[config.mk]
export PLATFORM = sky130hd
export DESIGN_NAME = miniCore
export DESIGN_NICKNAME = d
export VERILOG_FILES = /design/src/hw/corePkg.sv /design/src/hw/opcodeDecode.sv /design/src/hw/operandRead.sv /design/src/hw/aluExecute.sv /design/src/hw/resultWriteback.sv /design/src/hw/miniCore.sv
export SDC_FILE = /design/constraint.sdc
export NUM_CORES = 2
export LEC_CHECK = 0
export BUFFER_PORTS_ARGS = -buffer_cell sky130_fd_sc_hd__buf_4
export CAP_MARGIN = 20
export CORE_MARGIN = 3
export CORE_UTILIZATION = 23
export CTS_CLUSTER_SIZE = 24
export DETAILED_ROUTE_END_ITERATION = 12
export SYNTH_ARGS = -nofsm -noshare
export SYNTH_HDL_FRONTEND = slang
export SYNTH_HIERARCHICAL = 1
export SYNTH_SLANG_ARGS = --single-unit
[constraint.sdc]
create_clock -name clk -period 44.6 [get_ports clk]
set_clock_uncertainty 0.15 [all_clocks]
set_input_delay 2.23 -clock clk [delete_from_list [all_inputs] [get_ports clk]]
set_output_delay 2.23 -clock clk [all_outputs]
set_load 0.01 [all_outputs]
[src/hw/corePkg.sv]
package corePkg;

   // register file geometry.
   localparam int regIdxWidth = 4;
   localparam int numRegs = 16;

   // instruction field widths.
   localparam int opcodeWidth = 8;
   localparam int immWidth = 16;
   localparam int unusedWidth = 12;

   // widest data path, the decoded immediate is extended to this.
   localparam int extImmWidth = 64;

   // opcode bit that selects the immediate form.
   localparam int opImmBit = 7;

   // register form opcodes.
   localparam logic [opcodeWidth-1:0] opAdd = 8'h01;
   localparam logic [opcodeWidth-1:0] opSub = 8'h02;
   localparam logic [opcodeWidth-1:0] opAnd = 8'h03;
   localparam logic [opcodeWidth-1:0] opOr = 8'h04;
   localparam logic [opcodeWidth-1:0] opXor = 8'h05;
   localparam logic [opcodeWidth-1:0] opMov = 8'h06;
   localparam logic [opcodeWidth-1:0] opShl = 8'h07;

   // immediate form opcodes, the base op with opImmBit set.
   localparam logic [opcodeWidth-1:0] opAddI = 8'h81;
   localparam logic [opcodeWidth-1:0] opMovI = 8'h86;

   typedef struct packed {
      logic [opcodeWidth-1:0] opcode;
      logic [regIdxWidth-1:0] dest;
      logic [regIdxWidth-1:0] src1;
      logic [regIdxWidth-1:0] src2;
      logic [unusedWidth-1:0] unused;
   } regFormFields;

   typedef struct packed {
      logic [opcodeWidth-1:0] opcode;
      logic [regIdxWidth-1:0] dest;
      logic [regIdxWidth-1:0] src1;
      logic signed [immWidth-1:0] imm;
   } immFormFields;

   // one 32-bit word, two views selected by opImmBit.
   typedef union packed {
      regFormFields regForm;
      immFormFields immForm;
   } instrWord;

endpackage

[src/hw/opcodeDecode.sv]
module opcodeDecode (
   input  logic                                clk,
   input  logic                                rstN,
   input  logic                                instrValid,
   input  logic                                stall,
   input  corePkg::instrWord                   instr,
   output logic                                decValid,
   output logic [corePkg::opcodeWidth-1:0]     decOpcode,
   output logic [corePkg::regIdxWidth-1:0]     decDest,
   output logic [corePkg::regIdxWidth-1:0]     decSrc1,
   output logic                                decSrc1Valid,
   output logic [corePkg::regIdxWidth-1:0]     decSrc2,
   output logic                                decSrc2Valid,
   output logic [corePkg::extImmWidth-1:0]     decImm,
   output logic                                decUseImm
);

   logic [corePkg::opcodeWidth-1:0] opcode;
   logic useImm;
   logic legal;
   logic accept;

   assign opcode = instr.regForm.opcode;
   assign useImm = opcode[corePkg::opImmBit];
   assign accept = instrValid && !stall;

   always_comb begin
      case (opcode)
         corePkg::opAdd, corePkg::opSub, corePkg::opAnd, corePkg::opOr,
         corePkg::opXor, corePkg::opMov, corePkg::opShl,
         corePkg::opAddI, corePkg::opMovI: legal = 1'b1;
         default: legal = 1'b0;
      endcase
   end

   // the stage holds while stall is high; illegal words never become valid.
   always_ff @(posedge clk or negedge rstN) begin
      if (!rstN) begin
         decValid <= 1'b0;
      end else if (!stall) begin
         decValid <= instrValid && legal;
      end
   end

   always_ff @(posedge clk) begin
      if (accept) begin
         decOpcode <= opcode;
         decDest <= instr.regForm.dest;
         decSrc1 <= instr.regForm.src1;
         // movi reads no register at all.
         decSrc1Valid <= (opcode != corePkg::opMovI);
         decSrc2 <= useImm ? '0 : instr.regForm.src2;
         decSrc2Valid <= !useImm && (opcode != corePkg::opMov);
         decImm <= {{(corePkg::extImmWidth - corePkg::immWidth){instr.immForm.imm[corePkg::immWidth-1]}},
                    instr.immForm.imm};
         decUseImm <= useImm;
      end
   end

endmodule

[src/hw/operandRead.sv]
module operandRead #(
   parameter int dataWidth = 64
) (
   input  logic                                clk,
   input  logic                                rstN,
   input  logic                                decValid,
   input  logic [corePkg::opcodeWidth-1:0]     decOpcode,
   input  logic [corePkg::regIdxWidth-1:0]     decDest,
   input  logic [corePkg::regIdxWidth-1:0]     decSrc1,
   input  logic                                decSrc1Valid,
   input  logic [corePkg::regIdxWidth-1:0]     decSrc2,
   input  logic                                decSrc2Valid,
   input  logic [corePkg::extImmWidth-1:0]     decImm,
   input  logic                                decUseImm,
   input  logic                                exValid,
   input  logic [corePkg::regIdxWidth-1:0]     exDest,
   input  logic                                wbValid,
   input  logic [corePkg::regIdxWidth-1:0]     wbDest,
   input  logic [dataWidth-1:0]                registerFile [corePkg::numRegs],
   output logic                                stall,
   output logic                                rdValid,
   output logic [corePkg::opcodeWidth-1:0]     rdOpcode,
   output logic [corePkg::regIdxWidth-1:0]     rdDest,
   output logic [dataWidth-1:0]                rdOperand1,
   output logic [dataWidth-1:0]                rdOperand2,
   output logic [dataWidth-1:0]                rdImm,
   output logic                                rdUseImm
);

   logic src1Hazard;
   logic src2Hazard;
   logic issue;

   // true while some older instruction still has to write this register.
   // rd is in execute, ex waits for writeback, wb is the write just done.
   function automatic logic inFlight(input logic [corePkg::regIdxWidth-1:0] idx);
      inFlight = (rdValid && (rdDest == idx))
              || (exValid && (exDest == idx))
              || (wbValid && (wbDest == idx));
   endfunction

   always_comb begin
      src1Hazard = decSrc1Valid && inFlight(decSrc1);
      src2Hazard = decSrc2Valid && inFlight(decSrc2);
   end

   assign stall = decValid && (src1Hazard || src2Hazard);
   assign issue = decValid && !stall;

   // a stalled cycle sends a bubble into execute.
   always_ff @(posedge clk or negedge rstN) begin
      if (!rstN) begin
         rdValid <= 1'b0;
      end else begin
         rdValid <= issue;
      end
   end

   always_ff @(posedge clk) begin
      if (issue) begin
         rdOpcode <= decOpcode;
         rdDest <= decDest;
         rdOperand1 <= decSrc1Valid ? registerFile[decSrc1] : '0;
         rdOperand2 <= decSrc2Valid ? registerFile[decSrc2] : '0;
         rdImm <= decImm[dataWidth-1:0];
         rdUseImm <= decUseImm;
      end
   end

endmodule

[src/hw/aluExecute.sv]
module aluExecute #(
   parameter int dataWidth = 64
) (
   input  logic                                clk,
   input  logic                                rstN,
   input  logic                                rdValid,
   input  logic [corePkg::opcodeWidth-1:0]     rdOpcode,
   input  logic [corePkg::regIdxWidth-1:0]     rdDest,
   input  logic [dataWidth-1:0]                rdOperand1,
   input  logic [dataWidth-1:0]                rdOperand2,
   input  logic [dataWidth-1:0]                rdImm,
   input  logic                                rdUseImm,
   output logic                                exValid,
   output logic [corePkg::regIdxWidth-1:0]     exDest,
   output logic [dataWidth-1:0]                exValue
);

   logic [dataWidth-1:0] opA;
   logic [dataWidth-1:0] opB;
   logic [dataWidth-1:0] aluOut;

   assign opA = rdOperand1;
   // immediate forms take the extended immediate as the second input.
   assign opB = rdUseImm ? rdImm : rdOperand2;

   always_comb begin
      case (rdOpcode)
         corePkg::opAdd, corePkg::opAddI: aluOut = opA + opB;
         corePkg::opSub: aluOut = opA - opB;
         corePkg::opAnd: aluOut = opA & opB;
         corePkg::opOr: aluOut = opA | opB;
         corePkg::opXor: aluOut = opA ^ opB;
         corePkg::opMov: aluOut = opA;
         corePkg::opMovI: aluOut = opB;
         corePkg::opShl: aluOut = opA << opB[5:0];
         default: aluOut = '0;
      endcase
   end

   always_ff @(posedge clk or negedge rstN) begin
      if (!rstN) begin
         exValid <= 1'b0;
      end else begin
         exValid <= rdValid;
      end
   end

   always_ff @(posedge clk) begin
      if (rdValid) begin
         exDest <= rdDest;
         exValue <= aluOut;
      end
   end

endmodule

[src/hw/resultWriteback.sv]
module resultWriteback #(
   parameter int dataWidth = 64
) (
   input  logic                                clk,
   input  logic                                rstN,
   input  logic                                exValid,
   input  logic [corePkg::regIdxWidth-1:0]     exDest,
   input  logic [dataWidth-1:0]                exValue,
   output logic [dataWidth-1:0]                registerFile [corePkg::numRegs],
   output logic                                wbValid,
   output logic [corePkg::regIdxWidth-1:0]     wbDest,
   output logic                                resultValid,
   output logic [corePkg::regIdxWidth-1:0]     resultReg,
   output logic [dataWidth-1:0]                resultValue
);

   // the write and the result strobe land on the same edge.
   always_ff @(posedge clk or negedge rstN) begin
      if (!rstN) begin
         for (int i = 0; i < corePkg::numRegs; i++) begin
            registerFile[i] <= '0;
         end
         resultValid <= 1'b0;
         resultReg <= '0;
         resultValue <= '0;
      end else begin
         resultValid <= exValid;
         if (exValid) begin
            registerFile[exDest] <= exValue;
            resultReg <= exDest;
            resultValue <= exValue;
         end
      end
   end

   // the last write, fed back to the hazard check in the read stage.
   assign wbValid = resultValid;
   assign wbDest = resultReg;

endmodule

[src/hw/miniCore.sv]
module miniCore #(
   parameter int dataWidth = 64
) (
   input  logic                                clk,
   input  logic                                rstN,
   input  logic                                instrValid,
   input  corePkg::instrWord                   instr,
   output logic                                stall,
   output logic                                resultValid,
   output logic [corePkg::regIdxWidth-1:0]     resultReg,
   output logic [dataWidth-1:0]                resultValue
);

   // decode to read.
   logic decValid;
   logic [corePkg::opcodeWidth-1:0] decOpcode;
   logic [corePkg::regIdxWidth-1:0] decDest;
   logic [corePkg::regIdxWidth-1:0] decSrc1;
   logic decSrc1Valid;
   logic [corePkg::regIdxWidth-1:0] decSrc2;
   logic decSrc2Valid;
   logic [corePkg::extImmWidth-1:0] decImm;
   logic decUseImm;

   // read to execute.
   logic rdValid;
   logic [corePkg::opcodeWidth-1:0] rdOpcode;
   logic [corePkg::regIdxWidth-1:0] rdDest;
   logic [dataWidth-1:0] rdOperand1;
   logic [dataWidth-1:0] rdOperand2;
   logic [dataWidth-1:0] rdImm;
   logic rdUseImm;

   // execute to writeback, also seen by the hazard check.
   logic exValid;
   logic [corePkg::regIdxWidth-1:0] exDest;
   logic [dataWidth-1:0] exValue;

   logic wbValid;
   logic [corePkg::regIdxWidth-1:0] wbDest;
   logic [dataWidth-1:0] registerFile [corePkg::numRegs];

   opcodeDecode decode_i (
      .clk, .rstN, .instrValid, .stall, .instr,
      .decValid, .decOpcode, .decDest, .decSrc1, .decSrc1Valid,
      .decSrc2, .decSrc2Valid, .decImm, .decUseImm
   );

   operandRead #(.dataWidth(dataWidth)) read_i (
      .clk, .rstN,
      .decValid, .decOpcode, .decDest, .decSrc1, .decSrc1Valid,
      .decSrc2, .decSrc2Valid, .decImm, .decUseImm,
      .exValid, .exDest, .wbValid, .wbDest, .registerFile,
      .stall, .rdValid, .rdOpcode, .rdDest, .rdOperand1, .rdOperand2,
      .rdImm, .rdUseImm
   );

   aluExecute #(.dataWidth(dataWidth)) execute_i (
      .clk, .rstN, .rdValid, .rdOpcode, .rdDest, .rdOperand1, .rdOperand2,
      .rdImm, .rdUseImm, .exValid, .exDest, .exValue
   );

   resultWriteback #(.dataWidth(dataWidth)) writeback_i (
      .clk, .rstN, .exValid, .exDest, .exValue, .registerFile,
      .wbValid, .wbDest, .resultValid, .resultReg, .resultValue
   );

endmodule

==> impl_metrics.ini <==
[sta]
rsz0062_at_grt = false
setup_viol = 0
setup_tns_ns = 0
min_period_ns = 8.08
worst_slack_ns = 36.52
slew_viol_final = 0
max_slew_margin_pct = 23.3
hold_viol = 0
tightestPinTransition_ns = 1.14
fmax_ghz = 0.124
fin_crit_sh_pct = 18.1

[synthesis]
yosys.cell_types.count = 94
ys_seq_area_share_pct = 45.6
synth_nets = 6060
async_flop_share_pct = 77.9
synth_flop_cell = dfrtp_1
synth_common_cells = 1,096 x dfrtp_1, 1,069 x mux2_2, 567 x mux4_2, 311 x edfxtp_1, 284 x a22oi_1
yosysMostFrequentCell = dfrtp_1
avgSynthCellArea_um2 = 13.8
synth_top_area_share_pct = 34.0
yosysWarnings = 6
synth-edff-count = 311
syn_inst = 5831
syn-cell-area_um2 = 80700
ys_ff_latch = 1407
synth_area_leader_cell = dfrtp_1
synthTopCellsByArea = dfrtp_1 34%, mux4_2 16%, mux2_2 15%

[power]
power.density_nw_per_um2 = 31.6
switchingPower_w = 0.000715
internal_power_w = 0.00215
power_leakage_nw = 37.9
p_seq_share_pct = 48.1
ir_drop_uv = 31.7
clkPwrFrac_pct = 44.3
swShare_pct = 24.9
comb_power_share_pct = 7.6

[layout]
nNetsFinal = 5902
drive_gt1_share_pct = 37.5
final_design_area_no_fill_um2 = 90600
area_growth_pct = 12.3

[worst_setup_path]
path_max_fanout = 47
cp-start-kind = register
cp.required_ns = 45.08
reg2reg_depth = 20
critical_path_class = register to register
crit_arrival_ns = 8.56
crit_path_end_kind = register

[route]
drtPass1Iterations = 9
wl_um = 259000
vias = 53400
antenna_left = 0
avgRoutedWirePerCell_um = 24.9
drt_iter0_markers = 4769
drc = 0
viasPerCell = 5.14

[global_routing]
grt_pass1_wl_um = 384000
grt_pass1_vias = 55800
grt_max_degree = 156
grt-ovfl-total = 0
grt_usage_pct = 14.2
antenna_found_initial = 12

[clock_tree]
cts_resized = 0
clk-insertion-delay-late_ns = 0.84
clockBufferDepth = 3
cts_tree = done
holdBufCountCts = 0
cts_setup_buffers = 0
cts_sinks = 1407
cts_root_buf = clkbuf_16
cts_buffers = 154
htreeDepth = 4
clkSlewWorstSetupHoldPaths_ns = 0.06

[placement]
port_buffers = 104
gp_congestion = 0.950
placed_area_um2 = 85500
pre_cts_ws_ns = 36.03
post-dp-hpwl_um = 169000

[die]
ioPinCount = 105
fp.dieW_um = 598
fp.coreArea_um2 = 348000
dieArea_um2 = 358000
die_h_um = 598
fp-row-count = 216
start_util_pct = 23.2

[status]
status = finished, final reports clean

[worst_hold_path]
hp-class = register to register
hold_depth = 0

[job]
maxCapViolations = 0
power groups by stage:
stage	combinational [W]	clock, W	sequential, W
final	0.000217	0.00127	0.00138
after detailed placement	0.000223	0	0.00140
after floorplan	0.000124	0	0.00140
after global placement	0.000220	0	0.00140
after CTS	0.000224	0.00130	0.00138
after global routing	0.000236	0.00136	0.00138
logic make-up after synthesis:
group,Yosys count,share of synthesized area [%]
AOI/OAI and AO/OA,1020,9.02
xor gates and xnor gates,137,1.49
adders and majority gates,194,3.02
buffers and inverters,703,4.35
DFF,1407,45.6
muxes,1826,33.2
and+or+nand+nor,544,3.36
through the flow:
stage	hold slack (ns)	instances	utilization [%]	power, W
global route	0.269	10400	26.1	0.00298
detailed placement	0.255	10100	24.6	0.00163
global placement	0.252	10100	24.6	0.00162
floorplan	0.244	5831	-	0.00152
finish	0.261	10400	26.1	0.00287
CTS	0.264	10400	26.0	0.00290
metal layers:
layer	track usage [%]	up-vias	part of all wire (%)
li1	-	22300	-
met1	19.5	28600	44
met2	22.7	2014	47
met3	2.61	405	6.3
met4	3.94	4	2.5
met5	0	-	0.010
cells in the final DEF (no fill, tap or decap), drive strengths merged, types with 133 or more instances in the layout:
cell type	n
a21oi	148
a21boi	133
mux4	567
buf	237
mux2i	163
clkbuf	215
nor2	135
nand2	160
mux2	1096
ha	193
edfxtp	311
dfrtp	1096
a22oi	284
inv	161
sequential cells by signal, summed over array words and instances, names as in the netlist, 4 cells and up:
register                  count
writeback_i/registerFile   1024
execute_i/exValue            64
read_i/rdImm                 64
read_i/rdOperand1            64
read_i/rdOperand2            64
writeback_i/resultValue      64
decode_i/decImm              16
decode_i/decOpcode            8
read_i/rdOpcode               8
decode_i/decDest              4
decode_i/decSrc1              4
decode_i/decSrc2              4
execute_i/exDest              4
read_i/rdDest                 4
writeback_i/resultReg         4
layout make-up:
cell class              instances  area (µm²)
repair buffers                237        1900
fillers                     35700      257000
diodes                          4        10.0
clock inverters                73         778
flip-flops and latches       1407       36800
clock buffers                 215        4240
well taps                    4578        5730
inverters                     152         571
multi-input cells            3721       40600
worst max-delay path, stage by stage, from the launching register on:
cell	delay, ns
edfxtp_1	0.53
mux2i_4	0.28
buf_4	0.64
ha_1	0.33
nand3b_1	0.20
nor4_1	0.62
nand3_1	0.35
nor3_1	0.84
nand2_1	0.18
o21ai_0	0.30
xnor2_1	0.10
ha_1	0.44
nand2_1	0.15
nor4_1	0.28
a22oi_1	0.10
a31oi_1	0.42
a21oi_1	0.27
o31ai_1	0.67
a31oi_1	0.35
or2_2	0.39
o311ai_0	0.29
final timing paths:
kind / start / end / slack (ns)
min in group asynchronous: rstN / writeback_i/resultValue[22] / 1.31
min: decode_i/decOpcode[4] / read_i/rdOpcode[4] / 0.26
min reg2reg: decode_i/decOpcode[4] / read_i/rdOpcode[4] / 0.26
max in group asynchronous: rstN / writeback_i/registerFile[495] / 37.49
max: read_i/rdUseImm / execute_i/exValue[57] / 36.52
max reg2reg: read_i/rdUseImm / execute_i/exValue[57] / 36.52
Power figures use the tool's default switching activity.
